[config.mk]
export PLATFORM = sky130hd
export DESIGN_NAME = dram_sched
export DESIGN_NICKNAME = d
export VERILOG_FILES = /design/src/hw/dram_sched_pkg.sv /design/src/hw/dram_sched.sv /design/src/hw/cmd_arbiter.sv /design/src/hw/ras_picker.sv /design/src/hw/cas_picker.sv /design/src/hw/bank_age_tracker.sv /design/src/hw/bus_timing_guard.sv
export SDC_FILE = /design/constraint.sdc
export NUM_CORES = 1
export LEC_CHECK = 0
export BUFFER_PORTS_ARGS = -buffer_cell sky130_fd_sc_hd__buf_2
export CAP_MARGIN = 20
export CORE_ASPECT_RATIO = 1.4
export CORE_MARGIN = 2
export CORE_UTILIZATION = 51
export CTS_CLUSTER_SIZE = 20
export DETAILED_ROUTE_END_ITERATION = 12
export HOLD_SLACK_MARGIN = 0.05
export PLACE_DENSITY = 0.8
export REMOVE_ABC_BUFFERS = 1
export SYNTH_ARGS = -nofsm -noshare
export SYNTH_HDL_FRONTEND = slang
export SYNTH_HIERARCHICAL = 1
export SYNTH_SLANG_ARGS = --single-unit
[constraint.sdc]
create_clock -name clk -period 13.3 [get_ports clk]
set_clock_uncertainty 0.2 [all_clocks]
set_input_delay 1.995 -clock clk [delete_from_list [all_inputs] [get_ports clk]]
set_output_delay 1.995 -clock clk [all_outputs]
set_load 0.01 [all_outputs]
[src/hw/dram_sched_pkg.sv]
package dram_sched_pkg;

    // --------------------
    // Widths
    // --------------------
    // Lower sequence number means older request
    typedef logic [7:0]  seq_num_t;
    typedef logic [3:0]  axi_id_t;
    typedef logic [3:0]  len_t;
    typedef logic [13:0] row_t;
    typedef logic [9:0]  col_t;
    // Room for up to 8 banks
    typedef logic [2:0]  bank_t;
    // Saturating bank age
    typedef logic [7:0]  age_t;
    // Age plus bonus, never overflows
    typedef logic [9:0]  score_t;

    // Timing field width
    localparam int TMR_W = 5;

    // Scoring and CAS budget
    localparam int CAS_BONUS      = 8;
    localparam int CAS_PRIO_LIMIT = 4;

    // --------------------
    // Commands and bundles
    // --------------------
    typedef enum logic [2:0] {
        CMD_NONE,
        CMD_PRE,
        CMD_RD,
        CMD_WR,
        CMD_ACT,
        CMD_REF
    } cmd_e;

    // Request levels from one bank controller
    typedef struct packed {
        logic     act_req;
        logic     pre_req;
        logic     ref_req;
        logic     rd_req;
        logic     wr_req;
        seq_num_t seq_num;
        axi_id_t  id;
        len_t     len;
        row_t     ra;
        col_t     ca;
    } bank_req_t;

    // One-cycle grant pulses back to a bank
    typedef struct packed {
        logic act_gnt;
        logic pre_gnt;
        logic ref_gnt;
        logic rd_gnt;
        logic wr_gnt;
    } bank_gnt_t;

    // Inter-bank bus timing, minus-one encoded
    typedef struct packed {
        logic [TMR_W-1:0] t_rrd_m1;
        logic [TMR_W-1:0] t_ccd_m1;
        logic [TMR_W-1:0] burst_cycle_m2;
        logic [TMR_W-1:0] t_wtr_m1;
        logic [TMR_W-1:0] t_rtw_m1;
    } timing_cfg_t;

    // Command issued to the DRAM this cycle
    typedef struct packed {
        cmd_e    cmd;
        bank_t   ba;
        row_t    ra;
        col_t    ca;
        axi_id_t id;
        len_t    len;
    } sched_cmd_t;

    // --------------------
    // Picker helpers
    // --------------------
    // Distance of a bank from the round-robin pointer, modulo bank count
    function automatic bank_t rr_dist(input bank_t idx, input bank_t ptr,
                                      input int unsigned cnt);
        if (idx >= ptr)
            rr_dist = idx - ptr;
        else
            rr_dist = bank_t'(cnt - ptr + idx);
    endfunction

    // Score first, then older seq_num, then nearer to rr_ptr
    function automatic logic cand_beats(input score_t s_a, input seq_num_t q_a,
                                        input bank_t d_a, input score_t s_b,
                                        input seq_num_t q_b, input bank_t d_b);
        cand_beats = (s_a > s_b) ||
                     ((s_a == s_b) && ((q_a < q_b) || ((q_a == q_b) && (d_a < d_b))));
    endfunction

endpackage
[src/hw/dram_sched.sv]
`timescale 1ns/10ps

module dram_sched
    import dram_sched_pkg::*;
#(
    parameter int BANK_CNT = 4
)
(
    input  logic                       clk,
    input  logic                       rst_n,
    input  bank_req_t [BANK_CNT-1:0]   bank_reqs,
    input  timing_cfg_t                timing_cfg,
    output bank_gnt_t [BANK_CNT-1:0]   bank_gnts,
    output sched_cmd_t                 sched_cmd
);

    // Bus timing flags
    logic                  act_ok;
    logic                  rd_ok;
    logic                  wr_ok;
    // Shared picker inputs
    age_t [BANK_CNT-1:0]   ages;
    bank_t                 rr_ptr;
    // CAS candidate
    logic                  cas_valid;
    cmd_e                  cas_cmd;
    bank_t                 cas_bank;
    score_t                cas_score;
    // RAS candidate
    logic                  ras_valid;
    logic                  ras_pending;
    cmd_e                  ras_cmd;
    bank_t                 ras_bank;
    score_t                ras_score;
    // Grant feedback
    bank_t                 gnt_bank;
    logic                  gnt_valid;

    assign gnt_valid = (sched_cmd.cmd != CMD_NONE);

    bus_timing_guard u_guard (
        .clk        (clk),
        .rst_n      (rst_n),
        .timing_cfg (timing_cfg),
        .gnt_cmd    (sched_cmd.cmd),
        .act_ok     (act_ok),
        .rd_ok      (rd_ok),
        .wr_ok      (wr_ok)
    );

    bank_age_tracker #(.BANK_CNT(BANK_CNT)) u_age (
        .clk       (clk),
        .rst_n     (rst_n),
        .bank_reqs (bank_reqs),
        .gnt_valid (gnt_valid),
        .gnt_bank  (gnt_bank),
        .ages      (ages)
    );

    cas_picker #(.BANK_CNT(BANK_CNT)) u_cas (
        .bank_reqs (bank_reqs),
        .ages      (ages),
        .rr_ptr    (rr_ptr),
        .rd_ok     (rd_ok),
        .wr_ok     (wr_ok),
        .cas_valid (cas_valid),
        .cas_cmd   (cas_cmd),
        .cas_bank  (cas_bank),
        .cas_score (cas_score)
    );

    ras_picker #(.BANK_CNT(BANK_CNT)) u_ras (
        .bank_reqs   (bank_reqs),
        .ages        (ages),
        .rr_ptr      (rr_ptr),
        .act_ok      (act_ok),
        .ras_valid   (ras_valid),
        .ras_pending (ras_pending),
        .ras_cmd     (ras_cmd),
        .ras_bank    (ras_bank),
        .ras_score   (ras_score)
    );

    cmd_arbiter #(.BANK_CNT(BANK_CNT)) u_arb (
        .clk         (clk),
        .rst_n       (rst_n),
        .bank_reqs   (bank_reqs),
        .cas_valid   (cas_valid),
        .cas_cmd     (cas_cmd),
        .cas_bank    (cas_bank),
        .cas_score   (cas_score),
        .ras_valid   (ras_valid),
        .ras_pending (ras_pending),
        .ras_cmd     (ras_cmd),
        .ras_bank    (ras_bank),
        .ras_score   (ras_score),
        .rr_ptr      (rr_ptr),
        .gnt_bank    (gnt_bank),
        .sched_cmd   (sched_cmd),
        .bank_gnts   (bank_gnts)
    );

endmodule

[src/hw/cmd_arbiter.sv]
`timescale 1ns/10ps

module cmd_arbiter
    import dram_sched_pkg::*;
#(
    parameter int BANK_CNT = 4
)
(
    input  logic                       clk,
    input  logic                       rst_n,
    input  bank_req_t [BANK_CNT-1:0]   bank_reqs,
    // Best CAS candidate
    input  logic                       cas_valid,
    input  cmd_e                       cas_cmd,
    input  bank_t                      cas_bank,
    input  score_t                     cas_score,
    // Best RAS candidate
    input  logic                       ras_valid,
    input  logic                       ras_pending,
    input  cmd_e                       ras_cmd,
    input  bank_t                      ras_bank,
    input  score_t                     ras_score,
    output bank_t                      rr_ptr,
    output bank_t                      gnt_bank,
    output sched_cmd_t                 sched_cmd,
    output bank_gnt_t [BANK_CNT-1:0]   bank_gnts
);

    localparam int BUDGET_W = $clog2(CAS_PRIO_LIMIT + 1);

    cmd_e                win_cmd;
    bank_t               win_bank;
    bank_req_t           win_req;
    logic                cas_gnt;
    logic                ras_gnt;
    logic [BUDGET_W-1:0] cas_budget;

    // --------------------
    // CAS or RAS
    // --------------------
    always_comb begin
        win_cmd  = CMD_NONE;
        win_bank = '0;
        if (cas_valid && ras_valid) begin
            // Budget spent, or an older RAS bank outscores the CAS bonus
            if ((cas_budget == '0) || (ras_score > cas_score)) begin
                win_cmd  = ras_cmd;
                win_bank = ras_bank;
            end else begin
                win_cmd  = cas_cmd;
                win_bank = cas_bank;
            end
        end else if (cas_valid) begin
            win_cmd  = cas_cmd;
            win_bank = cas_bank;
        end else if (ras_valid) begin
            win_cmd  = ras_cmd;
            win_bank = ras_bank;
        end
    end

    assign cas_gnt  = (win_cmd == CMD_RD) || (win_cmd == CMD_WR);
    assign ras_gnt  = (win_cmd == CMD_PRE) || (win_cmd == CMD_ACT) || (win_cmd == CMD_REF);
    assign gnt_bank = win_bank;

    // --------------------
    // Grant decode
    // --------------------
    always_comb begin
        win_req       = bank_reqs[win_bank];
        sched_cmd.cmd = win_cmd;
        sched_cmd.ba  = win_bank;
        sched_cmd.ra  = win_req.ra;
        sched_cmd.ca  = win_req.ca;
        // Burst info only for column commands
        sched_cmd.id  = cas_gnt ? win_req.id  : '0;
        sched_cmd.len = cas_gnt ? win_req.len : '0;

        // One pulse to the winning bank only
        for (int i = 0; i < BANK_CNT; i++) begin
            bank_gnts[i].act_gnt = (win_bank == bank_t'(i)) && (win_cmd == CMD_ACT);
            bank_gnts[i].pre_gnt = (win_bank == bank_t'(i)) && (win_cmd == CMD_PRE);
            bank_gnts[i].ref_gnt = (win_bank == bank_t'(i)) && (win_cmd == CMD_REF);
            bank_gnts[i].rd_gnt  = (win_bank == bank_t'(i)) && (win_cmd == CMD_RD);
            bank_gnts[i].wr_gnt  = (win_bank == bank_t'(i)) && (win_cmd == CMD_WR);
        end
    end

    // --------------------
    // Pointer and budget
    // --------------------
    always_ff @(posedge clk or negedge rst_n) begin
        if (!rst_n) begin
            rr_ptr     <= '0;
            cas_budget <= '0;
        end else begin
            // Next search starts after the served bank
            if (win_cmd != CMD_NONE)
                rr_ptr <= (win_bank == bank_t'(BANK_CNT - 1)) ? '0 : win_bank + 1'b1;

            // CAS run consumes budget only while RAS work waits
            if (cas_gnt && ras_pending) begin
                if (cas_budget != '0)
                    cas_budget <= cas_budget - 1'b1;
            end else if (ras_gnt) begin
                cas_budget <= BUDGET_W'(CAS_PRIO_LIMIT);
            end
        end
    end

endmodule

[src/hw/ras_picker.sv]
`timescale 1ns/10ps

module ras_picker
    import dram_sched_pkg::*;
#(
    parameter int BANK_CNT = 4
)
(
    input  bank_req_t [BANK_CNT-1:0] bank_reqs,
    input  age_t      [BANK_CNT-1:0] ages,
    input  bank_t                    rr_ptr,
    input  logic                     act_ok,
    output logic                     ras_valid,
    output logic                     ras_pending,
    output cmd_e                     ras_cmd,
    output bank_t                    ras_bank,
    output score_t                   ras_score
);

    // --------------------
    // Best PRE, ACT or REF
    // --------------------
    always_comb begin
        seq_num_t best_seq;
        bank_t    best_dist;

        ras_valid   = 1'b0;
        ras_pending = 1'b0;
        ras_cmd     = CMD_NONE;
        ras_bank    = '0;
        ras_score   = '0;
        best_seq    = '0;
        best_dist   = '0;

        for (int i = 0; i < BANK_CNT; i++) begin
            cmd_e   cand_cmd;
            score_t cand_score;
            bank_t  cand_dist;

            // RAS work waiting, regardless of bus timing
            if (bank_reqs[i].pre_req || bank_reqs[i].act_req || bank_reqs[i].ref_req)
                ras_pending = 1'b1;

            // PRE first, ACT only when tRRD expired, then REF
            cand_cmd = CMD_NONE;
            if (bank_reqs[i].pre_req)
                cand_cmd = CMD_PRE;
            else if (act_ok && bank_reqs[i].act_req)
                cand_cmd = CMD_ACT;
            else if (bank_reqs[i].ref_req)
                cand_cmd = CMD_REF;

            // Pure age, no bonus
            cand_score = score_t'(ages[i]);
            cand_dist  = rr_dist(bank_t'(i), rr_ptr, BANK_CNT);

            if ((cand_cmd != CMD_NONE) &&
                (!ras_valid || cand_beats(cand_score, bank_reqs[i].seq_num, cand_dist,
                                          ras_score, best_seq, best_dist))) begin
                ras_valid = 1'b1;
                ras_cmd   = cand_cmd;
                ras_bank  = bank_t'(i);
                ras_score = cand_score;
                best_seq  = bank_reqs[i].seq_num;
                best_dist = cand_dist;
            end
        end
    end

endmodule

[src/hw/cas_picker.sv]
`timescale 1ns/10ps

module cas_picker
    import dram_sched_pkg::*;
#(
    parameter int BANK_CNT = 4
)
(
    input  bank_req_t [BANK_CNT-1:0] bank_reqs,
    input  age_t      [BANK_CNT-1:0] ages,
    input  bank_t                    rr_ptr,
    input  logic                     rd_ok,
    input  logic                     wr_ok,
    output logic                     cas_valid,
    output cmd_e                     cas_cmd,
    output bank_t                    cas_bank,
    output score_t                   cas_score
);

    // --------------------
    // Best RD or WR
    // --------------------
    always_comb begin
        seq_num_t best_seq;
        bank_t    best_dist;

        cas_valid = 1'b0;
        cas_cmd   = CMD_NONE;
        cas_bank  = '0;
        cas_score = '0;
        best_seq  = '0;
        best_dist = '0;

        for (int i = 0; i < BANK_CNT; i++) begin
            cmd_e   cand_cmd;
            score_t cand_score;
            bank_t  cand_dist;

            // Read preferred over write within a bank
            cand_cmd = CMD_NONE;
            if (rd_ok && bank_reqs[i].rd_req)
                cand_cmd = CMD_RD;
            else if (wr_ok && bank_reqs[i].wr_req)
                cand_cmd = CMD_WR;

            // Row hits get a fixed bonus over RAS work
            cand_score = score_t'(ages[i]) + score_t'(CAS_BONUS);
            cand_dist  = rr_dist(bank_t'(i), rr_ptr, BANK_CNT);

            // First candidate wins by default
            if ((cand_cmd != CMD_NONE) &&
                (!cas_valid || cand_beats(cand_score, bank_reqs[i].seq_num, cand_dist,
                                          cas_score, best_seq, best_dist))) begin
                cas_valid = 1'b1;
                cas_cmd   = cand_cmd;
                cas_bank  = bank_t'(i);
                cas_score = cand_score;
                best_seq  = bank_reqs[i].seq_num;
                best_dist = cand_dist;
            end
        end
    end

endmodule

[src/hw/bank_age_tracker.sv]
`timescale 1ns/10ps

module bank_age_tracker
    import dram_sched_pkg::*;
#(
    parameter int BANK_CNT = 4
)
(
    input  logic                       clk,
    input  logic                       rst_n,
    input  bank_req_t [BANK_CNT-1:0]   bank_reqs,
    input  logic                       gnt_valid,
    input  bank_t                      gnt_bank,
    output age_t      [BANK_CNT-1:0]   ages
);

    // Any request level from each bank
    logic [BANK_CNT-1:0] pend;

    always_comb begin
        for (int i = 0; i < BANK_CNT; i++) begin
            pend[i] = bank_reqs[i].act_req | bank_reqs[i].pre_req | bank_reqs[i].ref_req |
                      bank_reqs[i].rd_req  | bank_reqs[i].wr_req;
        end
    end

    // Waiting banks grow older until served
    always_ff @(posedge clk or negedge rst_n) begin
        if (!rst_n) begin
            ages <= '0;
        end else begin
            for (int i = 0; i < BANK_CNT; i++) begin
                // Served or idle restarts at zero
                if ((gnt_valid && (gnt_bank == bank_t'(i))) || !pend[i])
                    ages[i] <= '0;
                // Saturate at max
                else if (!(&ages[i]))
                    ages[i] <= ages[i] + 1'b1;
            end
        end
    end

endmodule

[src/hw/bus_timing_guard.sv]
`timescale 1ns/10ps

module bus_timing_guard
    import dram_sched_pkg::*;
(
    input  logic        clk,
    input  logic        rst_n,
    input  timing_cfg_t timing_cfg,
    input  cmd_e        gnt_cmd,
    output logic        act_ok,
    output logic        rd_ok,
    output logic        wr_ok
);

    // CAS spacing covers tCCD plus burst, so one extra bit
    localparam int CCD_W = TMR_W + 1;

    logic [TMR_W-1:0] rrd_cnt;
    logic [CCD_W-1:0] ccd_cnt;
    logic [TMR_W-1:0] wtr_cnt;
    logic [TMR_W-1:0] rtw_cnt;
    logic [CCD_W-1:0] ccd_load;
    logic             cas_gnt;

    assign ccd_load = CCD_W'(timing_cfg.t_ccd_m1) + CCD_W'(timing_cfg.burst_cycle_m2);
    assign cas_gnt  = (gnt_cmd == CMD_RD) || (gnt_cmd == CMD_WR);

    // --------------------
    // Down-counters
    // --------------------
    // Load on grant, else count down and hold at zero
    always_ff @(posedge clk or negedge rst_n) begin
        if (!rst_n) begin
            rrd_cnt <= '0;
            ccd_cnt <= '0;
            wtr_cnt <= '0;
            rtw_cnt <= '0;
        end else begin
            // ACT to ACT, any bank
            if (gnt_cmd == CMD_ACT)
                rrd_cnt <= timing_cfg.t_rrd_m1;
            else if (rrd_cnt != '0)
                rrd_cnt <= rrd_cnt - 1'b1;

            // CAS to CAS, any direction
            if (cas_gnt)
                ccd_cnt <= ccd_load;
            else if (ccd_cnt != '0)
                ccd_cnt <= ccd_cnt - 1'b1;

            // Write to read turnaround
            if (gnt_cmd == CMD_WR)
                wtr_cnt <= timing_cfg.t_wtr_m1;
            else if (wtr_cnt != '0)
                wtr_cnt <= wtr_cnt - 1'b1;

            // Read to write turnaround
            if (gnt_cmd == CMD_RD)
                rtw_cnt <= timing_cfg.t_rtw_m1;
            else if (rtw_cnt != '0)
                rtw_cnt <= rtw_cnt - 1'b1;
        end
    end

    // Eligibility flags for the pickers
    assign act_ok = (rrd_cnt == '0);
    assign rd_ok  = (ccd_cnt == '0) && (wtr_cnt == '0);
    assign wr_ok  = (ccd_cnt == '0) && (rtw_cnt == '0);

endmodule

==> metrics, run 1 <==
RSZ-0062 raised after global routing true; full die area approximately 22000 um^2; critical path launch point type primary input; chip width 125 um; post-synthesis sequential area ratio 14.0%; outcome completed; IO Pins 265; Final Non-Filler Cells 1966; Buf/Inv on CP 10; GR Overflow Total 0; worst-skew pair later-pin latency 350 ps; min-delay worst type flip-flop to flip-flop; FF-to-FF Start u_guard/rtw_cnt[0]$_DFFE_PN0P_; Iter 0 DRT Violations 938; worst hold endpoint u_arb/cas_budget[1]$_DFFE_PN0P_; CP top delay family compound AO/OA/AOI/OAI gates; IO buf count 263; initial antenna violation count 2; critical path type primary input to primary output; Die H 174 um; vias in the first global route about 12000; Routability Congestion 1.00; Reg clk slew, reported paths 60 ps; 1st-pass router iterations 9; first-pass GRT wire length 61100 um; post-detailed-route count of antenna-violating nets 0; Post-synth EDFFs 0; Post-Syn Area per Cell 7.99 um^2; H-Tree Depth 3; Finished Cell Area between 10000 and 15000 um^2; Min Clock Period, post-route 13260 ps; dominant synthesized flop cell dfrtp_1; Rel. slew slack a little under half; routed wire length 41500 um; GRT Total Usage 35.3%; R2R Setup Slk 2040 ps; Final nets ~2100; most common cell after layout, fill and taps aside buf_2; R2R depth between 50 and 60; reg-to-reg endpoint u_age/ages[21]$_DFFE_PN0P_; Clock Path Buffers 2; cell depth of the worst hold path 1; worst-margin pin slew 810 ps; synth unique cells 87; final setup vio count 0; DP Area approximately 13000 um^2; fin crit share 99.7%; most frequent cells in the layout buf_2 (263), ha_1 (158), buf_4 (149), nand2_1 (118), mux2i_1 (116); WL met3 3560 um; CP peak stage delay 400 ps; Root Driver clkbuf_16; CP Capture Type primary output; Initial Util 51.5%; metal2 WL 19600 um; Top Layer Used met4; dpl cells 1914; Synthesis Warnings 6; DRC 0; arrival time at the worst endpoint 11060 ps; cts bufs inserted 9; DPL Wire Length 32600 um; worst hold slack 335 ps; Layout fillers between 1500 and 2000; Synth Register Bits 59; Highest Clock Rate 0.0754 GHz; Hold-fix buffers, CTS 0; Critical Path RT 11100 ps; final hold vios 0; Area Overhead vs Synth 30.4%; TritonCTS clock tree built; most used cell, CP buf_4; share of cells above drive strength 1 32.8%; Clock Sinks slightly below 60; post-DR wirelength/cell 21.1 um; Critical-path top delay cell a211o_4; Vias per Instance 6.24; Setup TNS Final 0 ps; CP max FO 9; Slew Viols, Final 0; Placeable Area 20400 um^2; Cells after Synth 1316; via count 12300; Synth Cell Area 10500 um^2; M1 WL approximately 15000 um; MaxCap Viol Count 0; worst hold start u_arb/cas_budget[1]$_DFFE_PN0P_; largest net degree at the start of global routing 60; async set-reset flop share out of synthesis 100%; row count 62
==> stage by stage <==
step / setup slack (ps) / utilization [%]
detailed placement: -625 / 63.0
CTS: 20.7 / 64.9
global placement: -496 / 63.0
finish: 44.0 / 67.2
global route: -164 / 67.2
floorplan: -2050 / -
==> synth_stat cells (all sizes together), types with 5 or more instances <==
library cell	instances	area share, %
ha	159	19
nand2	123	4.4
mux2i	120	11
inv	109	3.9
nor2	93	3.4
a21oi	89	4.3
dfrtp	59	14
o21ai	52	2.5
buf	46	3.2
nand3	45	2.1
nor3	44	2.2
nand4	28	1.7
mux2	27	3.1
a211oi	22	1.7
and3	20	1.2
xor2	20	1.7
a21o	19	1.4
o22ai	17	1.5
a31oi	16	0.95
xnor2	16	1.3
a22oi	14	1.2
nor2b	12	0.71
nand2b	11	0.65
o211ai	11	0.88
and2	10	0.59
or3	10	0.59
clkbuf	9	0.33
and4	8	0.67
o31ai	8	0.57
a21boi	6	0.43
nor3b	6	0.48
o21a	6	0.43
o2bb2ai	6	0.50
or2	6	0.36
a211o	5	0.42
a22o	5	0.50
nor4	5	0.42
nor4b	5	0.70
or4	5	0.50
==> layer usage <==
layer,global-route usage (%),up-vias
met5,0,-
met4,25.3,0
met3,5.57,225
met2,60.6,789
met1,39.7,5641
li1,-,5614
==> worst reg2reg max path, delay by kind of cell (launching register included) <==
family / cells / cell delay, ps
fa+ha+maj: 5 / 1290
mux: 3 / 830
compound gates: 15 / 2780
flops: 1 / 400
simple gates: 17 / 3050
buf+inv: 17 / 2620
==> state kept, by name, summed over array words and instances (netlist names) <==
register	cells
u_age/ages	32
u_arb/rr_ptr	3
u_guard/rrd_cnt	5
u_guard/wtr_cnt	5
u_guard/rtw_cnt	5
u_arb/cas_budget	3
u_guard/ccd_cnt	6
==> area by class of cell <==
| cell class | count | area [um^2] | area share [%] |
|---|---|---|---|
| well taps | 256 | 320 | 2.34 |
| diodes | 1 | 2.50 | 0.0182 |
| multi-input cells | 1101 | 8560 | 62.4 |
| clock buffers | 9 | 225 | 1.64 |
| repair buffers | 424 | 2670 | 19.4 |
| flip-flops and latches | 59 | 1480 | 10.8 |
| clock inverters | 7 | 53.8 | 0.392 |
| inverters | 109 | 414 | 3.02 |
==> worst max path at each step <==
stage | from | to | slack [ps] | depth (start not counted)
2_1_floorplan | bank_reqs[40] | bank_gnts[17] | -2050 | 36
3_3_place_gp | bank_reqs[44] | sched_cmd[18] | -500 | 45
3_5_place_dp | bank_reqs[44] | sched_cmd[18] | -620 | 46
4_1_cts | bank_reqs[44] | sched_cmd[18] | 20 | 45
5_1_grt | bank_reqs[40] | bank_gnts[7] | -160 | 52
6_report | bank_reqs[44] | sched_cmd[28] | 40 | 46
==> logic make-up after synthesis <==
family                   after synthesis  share of synthesized area (%)
AND/OR/NAND/NOR                      442                           21.6
AO/OA/AOI/OAI                        306                           20.2
buffers and inverters                164                           7.43
adder cells (fa/ha/maj)              160                           19.1
multiplexers                         147                           14.5
flip-flops                            59                           14.0
XOR/XNOR                              36                           3.00
other                                  2                         0.0714
==> timing repair <==
action	CTS	global route
gates cloned	1	3
buffers inserted	7	24
gates resized for setup	21	56
endpoints found under the setup margin	57	57
pin swaps	3	15
Power of run 1 is not shown: default switching activity piles up to over one toggle a cycle in this logic, so the estimate is an artifact.
==> run 2: changes to the inputs <==
--- a/config.mk
+++ b/config.mk
@@ -5,6 +5,8 @@
 export SDC_FILE = /design/constraint.sdc
 export NUM_CORES = 1
 export LEC_CHECK = 0
+export ABC_AREA = 1
+export ABC_CLOCK_PERIOD_IN_PS = 13300
 export BUFFER_PORTS_ARGS = -buffer_cell sky130_fd_sc_hd__buf_2
 export CAP_MARGIN = 20
 export CORE_ASPECT_RATIO = 1.4
==> run 2 against run 1 <==
  * Final area down 7.4%
  * Maximum frequency up 5.1%
  * Critical path depth increased by 9
  * Synthesized cell count increased by 34%
  * Die area up 3.1%
  * Global-route usage decreased by 2.9 points
  * First-iteration DRC count decreased by 27%
  * Non-clock buffer count decreased by 137
  * Wire length decreased by 10%
  * Worst hold slack lost 39 ps
==> metrics, run 2 <==
FF-to-FF Start u_guard/ccd_cnt[0]$_DFFE_PN0P_ (was u_guard/rtw_cnt[0]$_DFFE_PN0P_); xor/xnor share of the synthesized area 2.10% (was 3.00%); critical path launch point type primary input (unchanged); critical path type primary input to primary output (unchanged); area leader, netlist ha_1 (unchanged); Reg area 1480 um^2 (unchanged); Rel. slew slack 46.6% (was 46.0%); Critical Path RT 11100 ps (about the same); Synth Register Bits 59 (unchanged); post-synthesis adder-cell area fraction 18.5% (was 19.1%); Synthesis Warnings 6 (unchanged); Final nets 2379 (was 2071); post-DR wirelength/cell 16.4 um (was 21.1 um); Simple-Gate Fraction of Synth Area 36.4% (was 21.6%); Clock Path Buffers 2 (unchanged); via count 12800 (was 12300); worst-margin pin slew 800 ps (was 810 ps); min-delay worst type flip-flop to flip-flop (unchanged); CP peak stage delay 430 ps (was 400 ps); Min Clock Period, post-route 12610 ps (was 13260 ps); Area Overhead vs Synth 17.1% (was 30.4%); first-pass GRT wire length 58000 um (was 61100 um); DRC 0 (unchanged); start point of the critical path bank_reqs[41] (was bank_reqs[44]); chip width 127 um (was 125 um); Initial Util 51.5% (about the same); Iter 0 DRT Violations 687 (was 938); end point of the critical path sched_cmd[24] (was sched_cmd[28]); share of the synthesized area in the top cell type 18.3% (was 18.9%); Layout fillers 2066 (was 1657); Synth Cell Area 10800 um^2 (was 10500 um^2); Root Driver clkbuf_16 (unchanged); final setup vio count 0 (unchanged); reg-to-reg endpoint u_age/ages[31]$_DFFE_PN0P_ (was u_age/ages[21]$_DFFE_PN0P_); 1st-pass router iterations 5 (was 9); mux cell area share after synthesis 0.185% (was 14.5%); GRT Total Usage 32.5% (was 35.3%); synth unique cells 56 (was 87); R2R Setup Slk 3080 ps (was 2040 ps); cts bufs inserted 9 (unchanged); Layout Utilization 60.4% (was 67.2%); Cells after Synth 1759 (was 1316); Post-Syn Area per Cell 6.17 um^2 (was 7.99 um^2); Slew Viols, Final 0 (unchanged); arrival time at the worst endpoint 10420 ps (was 11060 ps); IO buf count 264 (was 263); Routability Congestion 0.994 (was 1.00); H-Tree Depth 3 (unchanged); routed wire length 37300 um (was 41500 um); GR Overflow Total 0 (unchanged); full die area 22500 um^2 (was 21800 um^2); Reg clk slew, reported paths 50 ps (was 60 ps); Highest Clock Rate 0.0793 GHz (was 0.0754 GHz); Vias per Instance 5.60 (was 6.24); count leader, synth nand2_1 (was ha_1); Hold-fix buffers, CTS 0 (unchanged); Placeable Area 21000 um^2 (was 20400 um^2); worst-skew pair later-pin latency 350 ps (about the same); number of flip-flops in the largest register 32 (unchanged); post-synthesis sequential area ratio 13.6% (was 14.0%); R2R depth 61 (was 57); compound-cell area share of the yosys netlist 17.4% (was 20.2%); post-detailed-route count of antenna-violating nets 0 (unchanged); most common cell after layout, fill and taps aside nand2_1 (was buf_2); CP max FO 52 (was 9); Critical-path top delay cell buf_4 (was a211o_4); leading post-synthesis cells by cell area ha_1 (18%), nand2_1 (18%), dfrtp_1 (14%) (was ha_1 (19%), dfrtp_1 (14%), mux2i_1 (11%)); outcome completed (unchanged); IO Pins 265 (unchanged); TritonCTS clock tree built (unchanged); Post-synth EDFFs 0 (unchanged); Clock Sinks 59 (unchanged); most used cell, CP nand2_1 (was buf_4); largest net degree at the start of global routing 60 (unchanged); fin crit share 94.8% (was 99.7%); share of cells above drive strength 1 20.4% (was 32.8%); vias in the first global route 12000 (was 11800); MaxCap Viol Count 0 (unchanged); top cells by count, synth nand2_1 (511), inv_1 (227), ha_1 (159) (was ha_1 (159), nand2_1 (122), mux2i_1 (120)); DPL Wire Length 30700 um (was 32600 um); dominant synthesized flop cell dfrtp_1 (unchanged); final hold vios 0 (unchanged); row count 63 (was 62); Die H 177 um (was 174 um); area of the multi-input gates 8130 um^2 (was 8560 um^2); Top Registers u_age/ages (32), u_guard/ccd_cnt (6) (unchanged); main combinational cell family by area after synthesis simple AND/OR/NAND/NOR gates (unchanged); Largest Register u_age/ages (unchanged); async set-reset flop share out of synthesis 100% (unchanged); initial antenna violation count 4 (was 2); CP Capture Type primary output (unchanged); most frequent cells in the layout nand2_1 (511), buf_2 (264), inv_1 (226), ha_1 (159), nor2_1 (143) (was buf_2 (263), ha_1 (158), buf_4 (149), nand2_1 (118), mux2i_1 (116))
[run 2: cell type report]
cell class	instances	share of cell area (%)
timing repair inverter	1	0.0591
inverter	243	7.27
timing repair buffer	287	12.0
clock buffer	10	1.80
clock inverter	5	0.621
tap	260	2.56
sequential	59	11.6
multi-input combinational	1411	64.0
antenna	1	0.0197
[run 2: through the flow]
step                      hold WS, ps  area, um^2  TNS, ps  setup WS (ps)  std cells
final                             297       12700        0            689       2277
after global routing              330       12700    -3850           -148       2276
after CTS                         298       12600        0            400       2269
after detailed placement          288       12300        0            427       2254
after global placement            281       12300        0            612       2254
after floorplan                   269       10500        0           1050       1713
[run 2: per-layer routing]
layer	up-vias	share of wire (%)	global-route usage (%)	routed length (um)
met5	-	0.080	0	30
met4	4	8.9	26.7	3340
met3	166	5.6	4.48	2090
met2	523	49	58.4	18400
met1	5787	36	33.2	13400
li1	6277	-	-	-
[run 2: how the worst min path moves through the flow]
stage / from / to / slack (ps) / cells past startpoint
finish: u_arb/cas_budget[1]$_DFFE_PN0P_ / u_arb/cas_budget[1]$_DFFE_PN0P_ / 300 / 2
global route: u_arb/cas_budget[1]$_DFFE_PN0P_ / u_arb/cas_budget[1]$_DFFE_PN0P_ / 330 / 2
CTS: u_arb/cas_budget[1]$_DFFE_PN0P_ / u_arb/cas_budget[1]$_DFFE_PN0P_ / 300 / 2
detailed placement: u_arb/cas_budget[1]$_DFFE_PN0P_ / u_arb/cas_budget[1]$_DFFE_PN0P_ / 290 / 2
global placement: u_arb/cas_budget[1]$_DFFE_PN0P_ / u_arb/cas_budget[1]$_DFFE_PN0P_ / 280 / 2
floorplan: u_arb/cas_budget[0]$_DFFE_PN0P_ / u_arb/cas_budget[0]$_DFFE_PN0P_ / 270 / 2
[run 2: what timing repair did]
item | 4_1_cts | 5_1_grt
setup endpoints to repair | 0 | 56
setup buffers | 0 | 6
gates resized for setup | 0 | 7
hold endpoints to repair | 0 | 0
[run 2: cell families after synthesis]
kind of cell / Yosys count
adder cells (fa/ha/maj): 160
AO/OA/AOI/OAI: 328
AND/OR/NAND/NOR: 888
buffers and inverters: 294
other: 2
XOR/XNOR: 26
multiplexers: 2
flip-flops: 59
[run 2: critical path, delay by kind of cell]
kind,cells,cell delay (ps)
buffers and inverters,9,1570
adder cells (fa/ha/maj),4,1200
AND/OR/NAND/NOR,28,3150
AO/OA/AOI/OAI,14,2480
Power of run 2 is left out for the same reason.
